==> src/csr_params.svh <==
`ifndef CSR_PARAMS_SVH
`define CSR_PARAMS_SVH

`define XLEN       32
`define CSR_ADDR_W 12

// machine level csr numbers
`define MSTATUS_ADDR  12'h300
`define MEDELEG_ADDR  12'h302
`define MIE_ADDR      12'h304
`define MTVEC_ADDR    12'h305
`define MSCRATCH_ADDR 12'h340
`define MEPC_ADDR     12'h341
`define MCAUSE_ADDR   12'h342
`define MTVAL_ADDR    12'h343

// supervisor level csr numbers
`define SSTATUS_ADDR  12'h100
`define STVEC_ADDR    12'h105
`define SSCRATCH_ADDR 12'h140
`define SEPC_ADDR     12'h141
`define SCAUSE_ADDR   12'h142
`define STVAL_ADDR    12'h143

// writable bits
`define MSTATUS_MASK 32'h0004_19AA  // mie sie mpie spie spp mpp sum
`define SSTATUS_MASK 32'h0004_0122  // sie spie spp sum
`define TVEC_MASK    32'hFFFF_FFFC  // direct mode only
`define EPC_MASK     32'hFFFF_FFFC
`define CAUSE_MASK   32'h8000_001F

// mstatus field positions
`define MSTATUS_SIE    1
`define MSTATUS_MIE    3
`define MSTATUS_SPIE   5
`define MSTATUS_MPIE   7
`define MSTATUS_SPP    8
`define MSTATUS_MPP_LO 11  // two bits wide
`define MSTATUS_SUM    18

// exception codes
`define CAUSE_NONE             5'd31  // no trap this cycle
`define CAUSE_ILLEGAL_INST     5'd2
`define CAUSE_ECALL_U          5'd8
`define CAUSE_ECALL_S          5'd9
`define CAUSE_ECALL_M          5'd11
`define CAUSE_LOAD_PAGE_FAULT  5'd13
`define CAUSE_STORE_PAGE_FAULT 5'd15

`endif

==> src/csr_pkg.sv <==
`default_nettype none

`include "csr_params.svh"

package csr_pkg;

    // privilege levels, encoding as in mstatus.mpp
    typedef enum logic [1:0] {
        PRIV_U = 2'b00,
        PRIV_S = 2'b01,
        PRIV_M = 2'b11
    } priv_t;

    typedef logic [`XLEN-1:0] word_t;

    typedef logic [`CSR_ADDR_W-1:0] csr_addr_t;

    typedef logic [4:0] cause_t;  // exception code, no interrupt bit

endpackage

`default_nettype wire

==> src/csr_bus_port.sv <==
`timescale 1ns/1ps
`default_nettype none

`include "csr_params.svh"

module csr_bus_port
    import csr_pkg::*;
(
    input  wire logic      clk,
    input  wire logic      rst,
    input  wire logic      cyc,
    input  wire logic      stb,
    input  wire logic      we,
    input  csr_addr_t      adr,
    input  word_t          dat_w,
    input  priv_t          priv,
    input  word_t          rd_data,
    output logic           ack,
    output logic           err,
    output word_t          dat_r,
    output logic           acc_we,
    output csr_addr_t      acc_addr,
    output word_t          acc_wdata
);

    logic req_new;
    logic priv_fail;

    // request seen and not yet answered
    assign req_new = cyc && stb && !ack && !err;

    // csr number bits 9:8 give the lowest privilege allowed
    assign priv_fail = adr[9:8] > priv;

    assign acc_we    = req_new && we && !priv_fail;  // lands with the ack edge
    assign acc_addr  = adr;
    assign acc_wdata = dat_w;

    always_ff @(posedge clk) begin
        if (rst) begin
            ack <= 1'b0;
            err <= 1'b0;
        end else begin
            ack <= req_new && !priv_fail;
            err <= req_new && priv_fail;
        end
    end

    // read data sampled with the request
    always_ff @(posedge clk) begin
        if (req_new) begin
            dat_r <= priv_fail ? '0 : rd_data;
        end
    end

    a_resp_exclusive: assert property (@(posedge clk) disable iff (rst)
        !(ack && err));

endmodule

`default_nettype wire

==> src/csr_regs.sv <==
`timescale 1ns/1ps
`default_nettype none

`include "csr_params.svh"

module csr_regs
    import csr_pkg::*;
(
    input  wire logic clk,
    input  wire logic rst,
    input  wire logic acc_we,
    input  csr_addr_t acc_addr,
    input  word_t     acc_wdata,
    input  wire logic enter_m,
    input  wire logic enter_s,
    input  wire logic ret_m,
    input  wire logic ret_s,
    input  priv_t     prev_priv,
    input  cause_t    cause,
    input  word_t     epc,
    input  word_t     tval,
    output word_t     rd_data,
    output word_t     mstatus,
    output word_t     medeleg,
    output word_t     mtvec,
    output word_t     stvec,
    output word_t     mepc,
    output word_t     sepc
);

    word_t mie;
    word_t mscratch;
    word_t mcause;
    word_t mtval;
    word_t sscratch;
    word_t scause;
    word_t stval;
    word_t mstatus_nxt;
    word_t cause_word;

    function automatic word_t merge(input word_t old, input word_t wdata, input word_t mask);
        merge = (old & ~mask) | (wdata & mask);
    endfunction

    assign cause_word = {{(`XLEN-5){1'b0}}, cause};

    // read mux, sstatus is a window on mstatus
    always_comb begin
        case (acc_addr)
            `MSTATUS_ADDR:  rd_data = mstatus;
            `SSTATUS_ADDR:  rd_data = mstatus & `SSTATUS_MASK;
            `MEDELEG_ADDR:  rd_data = medeleg;
            `MIE_ADDR:      rd_data = mie;
            `MTVEC_ADDR:    rd_data = mtvec;
            `MSCRATCH_ADDR: rd_data = mscratch;
            `MEPC_ADDR:     rd_data = mepc;
            `MCAUSE_ADDR:   rd_data = mcause;
            `MTVAL_ADDR:    rd_data = mtval;
            `STVEC_ADDR:    rd_data = stvec;
            `SSCRATCH_ADDR: rd_data = sscratch;
            `SEPC_ADDR:     rd_data = sepc;
            `SCAUSE_ADDR:   rd_data = scause;
            `STVAL_ADDR:    rd_data = stval;
            default:        rd_data = '0;  // unknown csr
        endcase
    end

    // mstatus: bus write first, then the trap stack fields on top
    always_comb begin
        mstatus_nxt = mstatus;
        if (acc_we && acc_addr == `MSTATUS_ADDR) begin
            mstatus_nxt = merge(mstatus, acc_wdata, `MSTATUS_MASK);
        end else if (acc_we && acc_addr == `SSTATUS_ADDR) begin
            mstatus_nxt = merge(mstatus, acc_wdata, `SSTATUS_MASK);
        end
        if (enter_m) begin
            mstatus_nxt[`MSTATUS_MPIE]       = mstatus[`MSTATUS_MIE];
            mstatus_nxt[`MSTATUS_MIE]        = 1'b0;
            mstatus_nxt[`MSTATUS_MPP_LO +: 2] = prev_priv;
        end else if (enter_s) begin
            mstatus_nxt[`MSTATUS_SPIE] = mstatus[`MSTATUS_SIE];
            mstatus_nxt[`MSTATUS_SIE]  = 1'b0;
            mstatus_nxt[`MSTATUS_SPP]  = prev_priv[0];  // u or s only
        end else if (ret_m) begin
            mstatus_nxt[`MSTATUS_MIE]        = mstatus[`MSTATUS_MPIE];
            mstatus_nxt[`MSTATUS_MPIE]       = 1'b1;
            mstatus_nxt[`MSTATUS_MPP_LO +: 2] = 2'b00;
        end else if (ret_s) begin
            mstatus_nxt[`MSTATUS_SIE]  = mstatus[`MSTATUS_SPIE];
            mstatus_nxt[`MSTATUS_SPIE] = 1'b1;
            mstatus_nxt[`MSTATUS_SPP]  = 1'b0;
        end
    end

    always_ff @(posedge clk) begin
        if (rst) begin
            mstatus  <= '0;
            medeleg  <= '0;
            mie      <= '0;
            mtvec    <= '0;
            mscratch <= '0;
            mepc     <= '0;
            mcause   <= '0;
            mtval    <= '0;
            stvec    <= '0;
            sscratch <= '0;
            sepc     <= '0;
            scause   <= '0;
            stval    <= '0;
        end else begin
            mstatus <= mstatus_nxt;
            if (acc_we) begin
                case (acc_addr)
                    `MEDELEG_ADDR:  medeleg  <= acc_wdata;
                    `MIE_ADDR:      mie      <= acc_wdata;
                    `MTVEC_ADDR:    mtvec    <= merge(mtvec, acc_wdata, `TVEC_MASK);
                    `MSCRATCH_ADDR: mscratch <= acc_wdata;
                    `MEPC_ADDR:     mepc     <= merge(mepc, acc_wdata, `EPC_MASK);
                    `MCAUSE_ADDR:   mcause   <= merge(mcause, acc_wdata, `CAUSE_MASK);
                    `MTVAL_ADDR:    mtval    <= acc_wdata;
                    `STVEC_ADDR:    stvec    <= merge(stvec, acc_wdata, `TVEC_MASK);
                    `SSCRATCH_ADDR: sscratch <= acc_wdata;
                    `SEPC_ADDR:     sepc     <= merge(sepc, acc_wdata, `EPC_MASK);
                    `SCAUSE_ADDR:   scause   <= merge(scause, acc_wdata, `CAUSE_MASK);
                    `STVAL_ADDR:    stval    <= acc_wdata;
                    default: ;
                endcase
            end
            // later assignments win over a colliding bus write
            if (enter_m) begin
                mepc   <= epc & `EPC_MASK;
                mcause <= cause_word;
                mtval  <= tval;
            end
            if (enter_s) begin
                sepc   <= epc & `EPC_MASK;
                scause <= cause_word;
                stval  <= tval;
            end
        end
    end

    // trap unit must never request two stack updates at once
    a_one_update: assert property (@(posedge clk) disable iff (rst)
        $onehot0({enter_m, enter_s, ret_m, ret_s}));

endmodule

`default_nettype wire

==> src/trap_unit.sv <==
`timescale 1ns/1ps
`default_nettype none

`include "csr_params.svh"

module trap_unit
    import csr_pkg::*;
(
    input  wire logic clk,
    input  wire logic rst,
    input  wire logic trap_valid,
    input  cause_t    trap_cause,
    input  word_t     trap_pc,
    input  word_t     trap_tval_in,
    input  wire logic ecall,
    input  wire logic mret,
    input  wire logic sret,
    input  word_t     mstatus,
    input  word_t     medeleg,
    input  word_t     mtvec,
    input  word_t     stvec,
    input  word_t     mepc,
    input  word_t     sepc,
    output priv_t     priv,
    output logic      enter_m,
    output logic      enter_s,
    output logic      ret_m,
    output logic      ret_s,
    output priv_t     prev_priv,
    output cause_t    cause,
    output word_t     epc,
    output word_t     tval,
    output logic      redirect_valid,
    output word_t     redirect_pc
);

    cause_t ecall_cause;
    logic   is_trap;
    logic   deleg;
    priv_t  priv_nxt;
    word_t  target;

    // ecall code follows the privilege it was issued from
    always_comb begin
        case (priv)
            PRIV_U:  ecall_cause = `CAUSE_ECALL_U;
            PRIV_S:  ecall_cause = `CAUSE_ECALL_S;
            default: ecall_cause = `CAUSE_ECALL_M;
        endcase
    end

    assign is_trap = ecall || (trap_valid && trap_cause != `CAUSE_NONE);
    assign cause   = ecall ? ecall_cause : trap_cause;

    // medeleg never delegates traps taken in m mode
    assign deleg = medeleg[cause] && priv != PRIV_M;

    assign enter_m = is_trap && !deleg;
    assign enter_s = is_trap && deleg;
    assign ret_m   = !is_trap && mret;
    assign ret_s   = !is_trap && !mret && sret;

    assign prev_priv = priv;
    assign epc       = trap_pc;

    always_comb begin
        case (cause)
            `CAUSE_ECALL_U, `CAUSE_ECALL_S, `CAUSE_ECALL_M:
                tval = '0;
            `CAUSE_ILLEGAL_INST, `CAUSE_LOAD_PAGE_FAULT, `CAUSE_STORE_PAGE_FAULT:
                tval = trap_tval_in;  // instruction bits or fault address
            default:
                tval = trap_pc;
        endcase
    end

    always_comb begin
        priv_nxt = priv;
        target   = sepc;
        if (enter_m) begin
            priv_nxt = PRIV_M;
            target   = mtvec & `TVEC_MASK;
        end else if (enter_s) begin
            priv_nxt = PRIV_S;
            target   = stvec & `TVEC_MASK;
        end else if (ret_m) begin
            priv_nxt = priv_t'(mstatus[`MSTATUS_MPP_LO +: 2]);
            target   = mepc;
        end else if (ret_s) begin
            priv_nxt = priv_t'({1'b0, mstatus[`MSTATUS_SPP]});
        end
    end

    always_ff @(posedge clk) begin
        if (rst) begin
            priv           <= PRIV_M;
            redirect_valid <= 1'b0;
        end else begin
            priv           <= priv_nxt;
            redirect_valid <= enter_m || enter_s || ret_m || ret_s;
        end
    end

    always_ff @(posedge clk) begin
        redirect_pc <= target;  // only meaningful with redirect_valid
    end

    // core contract on the event strobes
    a_event_onehot: assert property (@(posedge clk) disable iff (rst)
        $onehot0({trap_valid, ecall, mret, sret}));

endmodule

`default_nettype wire

==> src/csr_top.sv <==
`timescale 1ns/1ps
`default_nettype none

module csr_top
    import csr_pkg::*;
(
    input  wire logic clk,
    input  wire logic rst,
    // wishbone classic slave
    input  wire logic cyc,
    input  wire logic stb,
    input  wire logic we,
    input  csr_addr_t adr,
    input  word_t     dat_w,
    output word_t     dat_r,
    output logic      ack,
    output logic      err,
    // core events
    input  wire logic trap_valid,
    input  cause_t    trap_cause,
    input  word_t     trap_pc,
    input  word_t     trap_tval_in,
    input  wire logic ecall,
    input  wire logic mret,
    input  wire logic sret,
    output logic      redirect_valid,
    output word_t     redirect_pc,
    output priv_t     priv,
    output word_t     status
);

    logic      acc_we;
    csr_addr_t acc_addr;
    word_t     acc_wdata;
    word_t     rd_data;
    logic      enter_m;
    logic      enter_s;
    logic      ret_m;
    logic      ret_s;
    priv_t     prev_priv;
    cause_t    cause;
    word_t     epc;
    word_t     tval;
    word_t     medeleg;
    word_t     mtvec;
    word_t     stvec;
    word_t     mepc;
    word_t     sepc;

    csr_bus_port u_bus_port (
        .clk       (clk),
        .rst       (rst),
        .cyc       (cyc),
        .stb       (stb),
        .we        (we),
        .adr       (adr),
        .dat_w     (dat_w),
        .priv      (priv),
        .rd_data   (rd_data),
        .ack       (ack),
        .err       (err),
        .dat_r     (dat_r),
        .acc_we    (acc_we),
        .acc_addr  (acc_addr),
        .acc_wdata (acc_wdata)
    );

    csr_regs u_regs (
        .clk       (clk),
        .rst       (rst),
        .acc_we    (acc_we),
        .acc_addr  (acc_addr),
        .acc_wdata (acc_wdata),
        .enter_m   (enter_m),
        .enter_s   (enter_s),
        .ret_m     (ret_m),
        .ret_s     (ret_s),
        .prev_priv (prev_priv),
        .cause     (cause),
        .epc       (epc),
        .tval      (tval),
        .rd_data   (rd_data),
        .mstatus   (status),  // raw mstatus goes straight out
        .medeleg   (medeleg),
        .mtvec     (mtvec),
        .stvec     (stvec),
        .mepc      (mepc),
        .sepc      (sepc)
    );

    trap_unit u_trap (
        .clk            (clk),
        .rst            (rst),
        .trap_valid     (trap_valid),
        .trap_cause     (trap_cause),
        .trap_pc        (trap_pc),
        .trap_tval_in   (trap_tval_in),
        .ecall          (ecall),
        .mret           (mret),
        .sret           (sret),
        .mstatus        (status),
        .medeleg        (medeleg),
        .mtvec          (mtvec),
        .stvec          (stvec),
        .mepc           (mepc),
        .sepc           (sepc),
        .priv           (priv),
        .enter_m        (enter_m),
        .enter_s        (enter_s),
        .ret_m          (ret_m),
        .ret_s          (ret_s),
        .prev_priv      (prev_priv),
        .cause          (cause),
        .epc            (epc),
        .tval           (tval),
        .redirect_valid (redirect_valid),
        .redirect_pc    (redirect_pc)
    );

endmodule

`default_nettype wire

==> config.mk <==
export PLATFORM = sky130hd
export DESIGN_NAME = csr_top
export DESIGN_NICKNAME = d
export VERILOG_FILES = /design/src/csr_pkg.sv /design/src/csr_bus_port.sv /design/src/csr_regs.sv /design/src/trap_unit.sv /design/src/csr_top.sv
export VERILOG_INCLUDE_DIRS = /design/src
export SDC_FILE = /design/constraint.sdc
export NUM_CORES = 1
export LEC_CHECK = 0
export BUFFER_PORTS_ARGS = -buffer_cell sky130_fd_sc_hd__buf_2
export CAP_MARGIN = 30
export CORE_ASPECT_RATIO = 0.9
export CORE_MARGIN = 1
export CORE_UTILIZATION = 56
export CTS_BUF_LIST = sky130_fd_sc_hd__clkbuf_16
export DETAILED_ROUTE_END_ITERATION = 6
export HOLD_SLACK_MARGIN = 0.12
export MAX_ROUTING_LAYER = met4
export PLACE_DENSITY = 0.77
export SKIP_LAST_GASP = 1
export SLEW_MARGIN = 20
export SYNTH_ARGS = -nofsm -noshare
export SYNTH_HDL_FRONTEND = slang
export SYNTH_SLANG_ARGS = --single-unit
==> constraint.sdc <==
create_clock -name clk -period 4.2 [get_ports clk]
set_clock_uncertainty 0.2 [all_clocks]
set_input_delay 0 -clock clk [delete_from_list [all_inputs] [get_ports clk]]
set_output_delay 0 -clock clk [all_outputs]
set_load 0.01 [all_outputs]
After elaboration in Yosys (flattened, before gate mapping)

Index checks and enable logic that the tools add are counted.

Register bits after elaboration: 485
Bits of input ports: 122
Output and inout port bits: 101
Logic and storage cells: 172

Order comparisons: 2
Equality and inequality tests: 23
Mux-type cells: 52
Bitwise logic cells: 8
Reductions and logical operators: 60

Operator list:

| operator                                                   | count |
|---|---|
| two-way mux 32 bit                                         | 17 |
| one-hot mux 32 bit (14 select lines)                       | 1 |
| OR 2 x 32 -> 32 bit                                        | 4 |
| equality test 12 x 10 -> 1 bit, second input constant      | 8 |
| equality test 12 x 9 -> 1 bit, second input constant       | 6 |
| OR 31 x 32 -> 32 bit                                       | 2 |
| OR 32 x 19 -> 32 bit                                       | 2 |
| one-hot mux 32 bit (2 select lines)                        | 1 |
| two-way mux 5 bit                                          | 7 |
| AND reduction 2 bit                                        | 16 |
| equality test 5 x 4 -> 1 bit, second input constant        | 5 |
| nonzero test 2 bit                                         | 10 |
| two-way mux 1 bit                                          | 18 |
| logical AND 1 bit                                          | 16 |
| two-way mux 2 bit                                          | 6 |
| OR reduction 3 bit                                         | 3 |
| zero test 1 bit                                            | 6 |
| less-than comparator 5 x 6 -> 1 bit, second input constant | 1 |
| OR reduction 2 bit                                         | 3 |
| binary-select mux 1 bit (select 5 bit)                     | 1 |
| equality test 5 x 2 -> 1 bit, second input constant        | 1 |
| inequality test 5 bit, second input constant               | 1 |
| logical OR 1 bit                                           | 4 |
| one-hot mux 2 bit (2 select lines)                         | 1 |
| 5 further kinds                                            | 5 |

Logic depth before layout (Yosys ltp)

Gate-level depths: netlist of the first run.

Word-level depth: 12
Gate-level depth with buffers: 11
Depth with buffers taken out: 9

Modules after synthesis

From an unflattened synthesis of the first run, not the netlist that was laid out.

Cells, all modules: 2421
Area total of the unflattened synthesis: 20520.9 sq um

By module, submodules not included:

| module       | times used | cells an instance | area each (sq um) | seq. area each (sq um) |
|---|---|---|---|---|
| csr_regs     | 1          | 1937              | 15867.7           | 6646.4 |
| trap_unit    | 1          | 358               | 2964.1            | 700.7 |
| csr_bus_port | 1          | 126               | 1689.1            | 1001.0 |

Least setup slack after synthesis of the first run

No wires, ideal clock.

Kind: register to register
Start: register u_bus_port.err
End: register u_regs.mstatus[11]
Setup time: 0.129 ns
Data arrival time: 2.680 ns
Required time: 3.871 ns
Setup slack: 1.191 ns
Cell stages (with the launch flop): 9
Buffers on the path: 1
Clock period less this slack: 3.009 ns
Cells stage by stage: dfxtp_1 and4bb_2 nand2_1 or4_1 clkbuf_1 mux2_1 a22o_1 a32oi_1 o41ai_1

Cells in the longest elaborated chain, start to end: 10
Elaborated cells on any way between the ends: 11
Those cells by class: 5 x mux; 6 x reduce/logical

Ends and longest elaborated chain:

| element                           | RTL line           | source |
|---|---|---|
| start, declared                   | csr_bus_port.sv:19 | `output logic err,` |
| start signal, assigned            | csr_bus_port.sv:45 | `err <= req_new && priv_fail;` |
| zero test 1 bit *                 | csr_bus_port.sv:30 | `assign req_new = cyc && stb && !ack && !err;` |
| logical AND 1 bit *               | csr_bus_port.sv:30 |  |
| net u_bus_port.req_new            | csr_bus_port.sv:26 | `logic req_new;` |
| logical AND 1 bit * (2 in series) | csr_bus_port.sv:35 | `assign acc_we = req_new && we && !priv_fail;` |
| logical AND 1 bit (no line)       | --                 |  |
| two-way mux 32 bit                | csr_regs.sv:73     | `` end else if (acc_we && acc_addr == `SSTATUS_ADDR) begin `` |
| two-way mux 32 bit *              | csr_regs.sv:71     | `` if (acc_we && acc_addr == `MSTATUS_ADDR) begin `` |
| two-way mux 2 bit                 | csr_regs.sv:84     | `end else if (ret_m) begin` |
| two-way mux 2 bit *               | csr_regs.sv:80     | `end else if (enter_s) begin` |
| two-way mux 2 bit *               | csr_regs.sv:76     | `if (enter_m) begin` |
| end signal, assigned              | csr_regs.sv:111    | `mstatus <= mstatus_nxt;` |
| end, declared                     | csr_regs.sv:23     | `output word_t mstatus,` |

The timed path passes the listed nets; every way through them passes the cells marked *. The select of a mux whose other input is x is not followed.
A chain may end at the register's enable or synchronous reset.

Final worst setup path of the first run

Start: input port adr[11]
End: register u_regs.mtval[14]

Cells in the longest elaborated chain, start to end: 3

Ends and longest elaborated chain:

| element                        | RTL line        | source |
|---|---|---|
| start, declared                | csr_top.sv:13   | `input csr_addr_t adr,` |
| equality test 12 x 10 -> 1 bit | csr_regs.sv:113 | `case (acc_addr)` |
| nonzero test 2 bit (no line)   | --              |  |
| AND reduction 2 bit (no line)  | --              |  |
| end signal, assigned           | csr_regs.sv:120 | `` `MTVAL_ADDR: mtval <= acc_wdata; `` |
| end signal, assigned           | csr_regs.sv:133 | `mtval <= tval;` |
| end, declared                  | csr_regs.sv:34  | `word_t mtval;` |

Every way passes these cells.

==> summary.md, run 1 <==
| Metric | Value |
|---|---|
| Clock share of power | 44.6% |
| DIE AREA | 0.03448 mm^2 |
| Core footprint | 0.03311 mm^2 |
| DRT iter0 DRCs | 3351 |
| Synth top area cells | dfxtp_1, mux2i_1, nand2_1 |
| R2R Path Start | u_trap.prev_priv[1]$_SDFFE_PP1P_ |
| CP required | 4.44 ns |
| HPWL after DPL | 45.42 mm |
| Top Usage Layer GRT | met2 |
| Most frequent cells in the layout | nand2_1, dfxtp_1, a21oi_1 |
| Final wirelength | 76.29 mm |
| Overflow after GRT | 0 |
| Post-route ant nets | 0 |
| Lkg Pwr | 8.317 nW |
| Part of the Yosys area used for sequential elements | 43.97% |
| Fin nets | 2654 |
| Synth async-reset ratio | 0% |
| Failing checks | design-rule violations |
| H-tree Lvls | 2 |
| Final core occ | 72.26% |
| Clock Path Buffers | 3 |
| Worst Reg2Reg Path Length in Cells | 11 |
| Final hold violation count | 0 |
| Critical path type | in2reg |
| Main synth FF type | dfxtp_1 |
| Post-synthesis cell count | 2197 |
| Fin crit period | 4.022 ns |
| DRC Markers | 2 |
| Hold path start | trap_pc[19] |
| Largest net degree at the start of global routing | 234 |
| Fraction of layout cells with a size suffix above 1 | 14.99% |
| Final WS setup | 0.1776 ns |
| R2R setup slack | 0.30 ns |
| Status | finished, violations left |
| Netlist Area Pre-Place | 0.01889 mm^2 |
| Vias in the first global route | 19250 |
| CTS tree | done |
| Worst-Skew Late Latency | 0.55 ns |
| Largest area contributor in the netlist | dfxtp_1 |
| Seq pwr share | 45.6% |
| Switching fraction of total power | 24.92% |
| Total Neg Setup Slack | 0 ns |
| Place WS | 0.6688 ns |
| Critical path startpoint | adr[11] |
| Synth top area share | 38.89% |
| CP arrival | 4.26 ns |
| All-Layer GR Usage | 44.53% |
| Synth warn | 0 |
| Reg-to-reg endpoint | u_regs.mtval[14]$_SDFFE_PP0P_ |
| Worst Hold Slack | 0.1104 ns |
| Pint | 6.556 mW |
| Final Setup Violations | 0 |
| Die W | 195.6 um |
| Worst-path clk slew | 0.06 ns |
| EDFF count, synth | 32 |
| Drt first pass iters | 7 |
| Port Buffer Count | 196 |
| Startpoint type of the worst setup path | primary input |
| CTS sink cnt | 399 |
| Met2 global-route usage | 64.79% |
| Post-DR wirelength/cell | 25.56 um |
| Worst-Margin Slew | 1.185 ns |
| Fmax | 248.6 MHz |
| RSZ-0062 raised after global routing | false |
| Antenna violations before repair | 2 |
| FP Rows | 63 |
| Max-cap violation count | 0 |
| Max-Slew Margin vs Limit | 20.97% |
| Final Max Tran Viols | 0 |
| Gpl congestion | 1.010 |
| First-pass GRT wire length | 114.3 mm |
| Switch Pwr | 2.176 mW |
| Post-DR vias/cell | 6.743 |
| Flops & latches, synth | 399 |
| Initial core utilization | 57.07% |
| Combinational share of power | 9.7% |
| Most common cell after layout, fill and taps aside | nand2_1 |
| WHS Endpoint | u_regs.mtval[19]$_SDFFE_PP0P_ |
| Final Power | 8.732 mW |
| DIE HEIGHT | 176.3 um |
| GR Util met3 | 12.59% |
| Layout area overhead | 26.62% |
| TritonCTS buffer count | 42 |
| Ports | 223 |
| Worst hold path class | in2reg |
| Vias | 20130 |
| GR Util met1 | 56.10% |
| Clk root buf | clkbuf_16 |
| WHS Path Cells | 4 |
| Fin crit share | 95.77% |
| Syn_area_per_cell | 8.600 um^2 |
| Max rail drop VDD | 307.3 uV |
| Max FO, Critical Path | 12 |
| Library cells used by synthesis | 72 |
| Pwr/cell area | 365.0 mW/mm^2 |
| CP Capture Type | register |
[registers in the layout (all words and copies together), names as in the netlist]
register / cells
u_bus_port.dat_r: 32
u_regs.medeleg: 32
u_regs.mie: 32
u_regs.mscratch: 32
u_regs.mtval: 32
u_regs.sscratch: 32
u_regs.stval: 32
u_regs.mepc: 30
u_regs.mtvec: 30
u_regs.sepc: 30
u_regs.stvec: 30
u_trap.redirect_pc: 30
u_regs.mstatus: 8
u_regs.mcause: 6
u_regs.scause: 6
u_trap.prev_priv: 2
u_bus_port.ack: 1
u_bus_port.err: 1
u_trap.redirect_valid: 1
[what timing repair did]
item / CTS / global route
endpoints found under the hold margin: 348 / 0
setup endpoints to repair: 0 / 5
hold buffers: 229 / 0
gates resized for setup: 0 / 1
setup buffers: 0 / 0
[layout make-up]
cell class,instances,area (um^2)
antenna,2,5.005
clock buffer,43,1076
clock inverter,32,329.1
fill,2385,9184
inverter,8,30.03
multi-input combinational,1574,9666
sequential,399,8308
tap,422,528.0
timing repair buffer,505,3981
[cells in the mapped netlist, types with 24 or more instances]
master and instances:
nand2_1 455, dfxtp_1 367, a21oi_1 237, mux2i_1 185, clkbuf_1 158, nor2_1 108
a221oi_1 84, a22oi_1 79, a211oi_1 70, buf_2 48, a22o_1 37, o22ai_1 37
o21ai_1 33, edfxtp_1 32, o2bb2ai_1 31, buf_4 30, a31oi_1 29, o21ai_0 24
[per-stage QoR]
stage	instance area (um^2)	cells
floorplan	18990	2222
global placement	20180	2676
detailed placement	20210	2679
CTS	23910	2983
global route	23920	2985
finish	23920	2985
[power groups by stage]
| stage | clock network, mW | registers (mW) | logic (mW) |
|---|---|---|---|
| 5_1_grt | 4.05 | 3.99 | 0.887 |
| 4_1_cts | 3.86 | 3.98 | 0.801 |
| 3_3_place_gp | 0 | 4.06 | 0.615 |
| 6_report | 3.90 | 3.99 | 0.851 |
| 2_1_floorplan | 0 | 4.05 | 0.388 |
| 3_5_place_dp | 0 | 4.06 | 0.627 |
[per-layer routing]
metal	part of all wire (%)	routed length (um)
met5	0	0
met4	5.6	4265
met3	14	11000
met2	42	32400
met1	38	28630
[critical path, cell delays in order]
cell and delay [ns]:
dlygate4sd3_1 0.54, buf_2 0.18, nor3b_2 0.24, dlygate4sd3_1 0.71, nand2_1 0.15, nor3_1 0.59, and3_2 0.58, buf_4 0.34
mux2i_1 0.24, o22ai_1 0.09, dlygate4sd3_1 0.58
[worst max path at each step]
stage	cells after the start	end	slack, ns
finish	11	u_regs.mtval[14]$_SDFFE_PP0P_	0.18
global route	11	u_regs.mtval[17]$_SDFFE_PP0P_	0.16
CTS	11	u_regs.mtval[17]$_SDFFE_PP0P_	0.21
detailed placement	9	u_regs.stval[30]$_SDFFE_PP0P_	0.67
global placement	9	u_regs.stval[21]$_SDFFE_PP0P_	0.81
floorplan	8	u_regs.mstatus[11]$_SDFF_PP0_	1.19
[cells by family (layout without fill, tap and decap cells)]
| group | Yosys count | after routing | share of synthesized area (%) |
|---|---|---|---|
| other | 1 | 28 | 0.01985 |
| buffers and inverters | 249 | 588 | 5.940 |
| and+or+nand+nor | 655 | 655 | 14.68 |
| adders and majority gates | 3 | 3 | 0.1854 |
| muxes | 196 | 196 | 10.52 |
| AOI/OAI and AO/OA | 694 | 694 | 24.68 |
| DFF | 399 | 399 | 43.97 |
(Power assumes the default switching activity.)
==> run 2, diff against run 1 <==
Settings changed: CORE_UTILIZATION 56 to 53, PLACE_DENSITY 0.77 to 0.76, REMOVE_ABC_BUFFERS set to 1.
Clock period 4.2 ns to 3.46 ns, I/O delays scaled along.
==> run 2 against run 1 <==
Net effect: the run still ends with design-rule violations left; critical path depth is 1 lower; flip-flop and latch count unchanged; via count shrank 2.5%; routed wire length down 3.3%; non-clock buffer count is 4 higher; combinational power rose by 19%; sequential share of layout area shrank 0.10 points; die area is 5.6% higher; core utilization fell by 3.8 points; largest cell class unchanged.
==> summary.md, run 2 (synthesis gave the netlist of run 1 again) <==
| Metric | Value |
|---|---|
| RSZ-0062 raised after global routing | true |
| Critical Path, Cell by Cell | or3b_4 -> nand2_2 -> nor2_1 -> a31oi_1 -> nor3_4 -> buf_4 -> a22oi_1 -> dlygate4sd3_1 -> o22ai_1 -> dlygate4sd3_1 |
| Worst Hold Slack | 0.1222 ns (+0.01181 ns) |
| DIE AREA | 0.03641 mm^2 (+5.6%) |
| Final core occ | 68.46% (-3.8 points) |
| First-pass GRT wire length | 110.8 mm (-3.0%) |
| Fraction of layout cells with a size suffix above 1 | 15.22% (+0.23 points) |
| Vias | 19630 (-2.5%) |
| Met2 wire length | 33.03 mm (+1.9%) |
| Top Layer Used | met4 |
| Fin crit period | 3.363 ns |
| FP Rows | 65 (+3.2%) |
| Finished Layout Cells | 3040 (+1.8%) |
| Vias in the first global route | 18750 (-2.6%) |
| Clk root buf | clkbuf_16 |
| Failing checks | design-rule violations |
| Crit-path most repeated cell | dlygate4sd3_1 |
| Post-DR vias/cell | 6.459 (-4.2%) |
| Final hold violation count | 0 (unchanged) |
| CTS sink cnt | 399 (unchanged) |
| CP required | 3.71 ns (-0.73 ns) |
| Worst-path clk slew | 0.06 ns (about the same) |
| Place WS | 0.4352 ns (-0.2336 ns) |
| Worst-Skew Late Latency | 0.56 ns (about the same) |
| CP arrival | 3.61 ns (-0.65 ns) |
| Fmax | 297.4 MHz |
| Clock Path Buffers | 3 (unchanged) |
| Metal1 wirelength | 28.80 mm (+0.58%) |
| Initial core utilization | 53.90% (-3.2 points) |
| Fin nets | 2659 (+0.19%) |
| Most common cell after layout, fill and taps aside | nand2_1 |
| Max rail drop VDD | 304.1 uV (-1.0%) |
| DIE HEIGHT | 181.1 um (+2.8%) |
| Top delay family on crit path | buffers and inverters |
| Post-route ant nets | 0 (unchanged) |
| Post-placement cell area | 0.02035 mm^2 (+0.69%) |
| Drt first pass iters | 7 (unchanged) |
| Final Setup Violations | 0 (unchanged) |
| Die W | 201.0 um (+2.8%) |
| Lkg Pwr | 8.295 nW (-0.26%) |
| Max FO, Critical Path | 18 (+6) |
| Most frequent cells in the layout | nand2_1, dfxtp_1, a21oi_1 |
| Worst hold path class | in2reg |
| Met3 WL | 9.238 mm (-16%) |
| HPWL after DPL | 43.67 mm (-3.9%) |
| Placed cells | 2730 (+1.9%) |
| TritonCTS buffer count | 43 (+2.4%) |
| CP Capture Type | register |
| CP max stage cell | dlygate4sd3_1 |
| CP Buf/Inv Count | 3 (-2) |
| Pwr/cell area | 425.8 mW/mm^2 (+17%) |
| All-Layer GR Usage | 40.43% (-4.1 points) |
| Status | finished, violations left |
| DRC Markers | 1 (-1) |
| Fin crit share | 97.19% |
| Final wirelength | 73.76 mm (-3.3%) |
| Critical path type | reg2reg |
| Post-DR wirelength/cell | 24.26 um (-5.1%) |
| Worst-Margin Slew | 0.9209 ns (-0.2645 ns) |
| Final Max Tran Viols | 0 (unchanged) |
| Overflow after GRT | 0 (unchanged) |
| Max-Slew Margin vs Limit | 38.61% (+18 points) |
| Ports | 223 (unchanged) |
| Antenna violations before repair | 2 (unchanged) |
| Core footprint | 0.03505 mm^2 (+5.9%) |
| Startpoint type of the worst setup path | register |
| Max-cap violation count | 0 (unchanged) |
| Largest net degree at the start of global routing | 89 (-62%) |
| Final WS setup | 0.09735 ns (-0.08029 ns) |
| Gpl congestion | 0.9754 (-3.5%) |
| DRT iter0 DRCs | 2876 (-14%) |
| Critical Path Max Stage Delay | 0.59 ns (-0.12 ns) |
| CTS tree | done |
| Layout area overhead | 27.02% |
| H-tree Lvls | 2 (unchanged) |
| Port Buffer Count | 196 (unchanged) |
| Design area | 0.02400 mm^2 (+0.31%) |
[run 2: cell count changes in the layout (fill, tap and decap cells not counted), sizes merged]
cell	delta
clkinvlp	+2
clkinv	+1
clkbuf	+4
bufinv	-6
buf	+8
dlygate4sd3	-6
inv	+5
[run 2: per-layer routing]
metal	track usage, %	vias up
li1	-	8618
met1	52.09	9319
met2	61.45	1457
met3	9.380	240
met4	15.51	0
met5	-	-
[run 2: cell type report]
| cell class | count | area [um^2] |
|---|---|---|
| sequential | 399 | 8309 |
| clock inverter | 34 | 183.9 |
| tap | 469 | 586.8 |
| fill | 2720 | 11050 |
| inverter | 8 | 30.03 |
| timing repair buffer | 509 | 4084 |
| antenna | 2 | 5.005 |
| multi-input combinational | 1574 | 9673 |
| clock buffer | 45 | 1126 |
[run 2: per-stage QoR]
| stage | total power [mW] | setup TNS, ns |
|---|---|---|
| 6_report | 10.22 | 0 |
| 5_1_grt | 10.47 | -0.02545 |
| 4_1_cts | 10.16 | 0 |
| 3_5_place_dp | 5.687 | 0 |
| 3_3_place_gp | 5.673 | 0 |
| 2_1_floorplan | 5.236 | -229.04 |
[run 2: timing repair]
action | in CTS | in global routing
setup endpoints to repair | 0 | 16
hold buffers | 223 | 0
buffers inserted | 0 | 4
endpoints found under the hold margin | 340 | 0
gates resized for setup | 0 | 7
[run 2: path summary, 6_finish.rpt]
path | slack (ns) | start | endpoint | depth (start not counted)
hold / removal | 0.12 | dat_w[10] | u_regs.stvec[10]$_SDFFE_PP0P_ | 4
setup / recovery | 0.1 | u_trap.prev_priv[0]$_SDFFE_PP1P_ | u_regs.mtval[1]$_SDFFE_PP0P_ | 10
hold reg to reg | 0.25 | u_regs.sscratch[19]$_SDFFE_PP0P_ | u_regs.sscratch[19]$_SDFFE_PP0P_ | 2
setup reg to reg | 0.1 | u_trap.prev_priv[0]$_SDFFE_PP1P_ | u_regs.mtval[1]$_SDFFE_PP0P_ | 10
[run 2: tightest hold or removal path, delay by kind of cell]
family / cells / cell delay (ns)
buffers and inverters: 2 / 0.71
and+or+nand+nor: 1 / 0.07
AOI/OAI and AO/OA: 1 / 0.05
[run 2: power by group]
group          internal, mW  total [mW]  leakage (nW)  switching, mW
clock network          2.43        4.38         0.689           1.95
logic                 0.428        1.01          4.32          0.582
registers              4.76        4.83          3.29         0.0728
total                  7.61        10.2          8.30           2.61
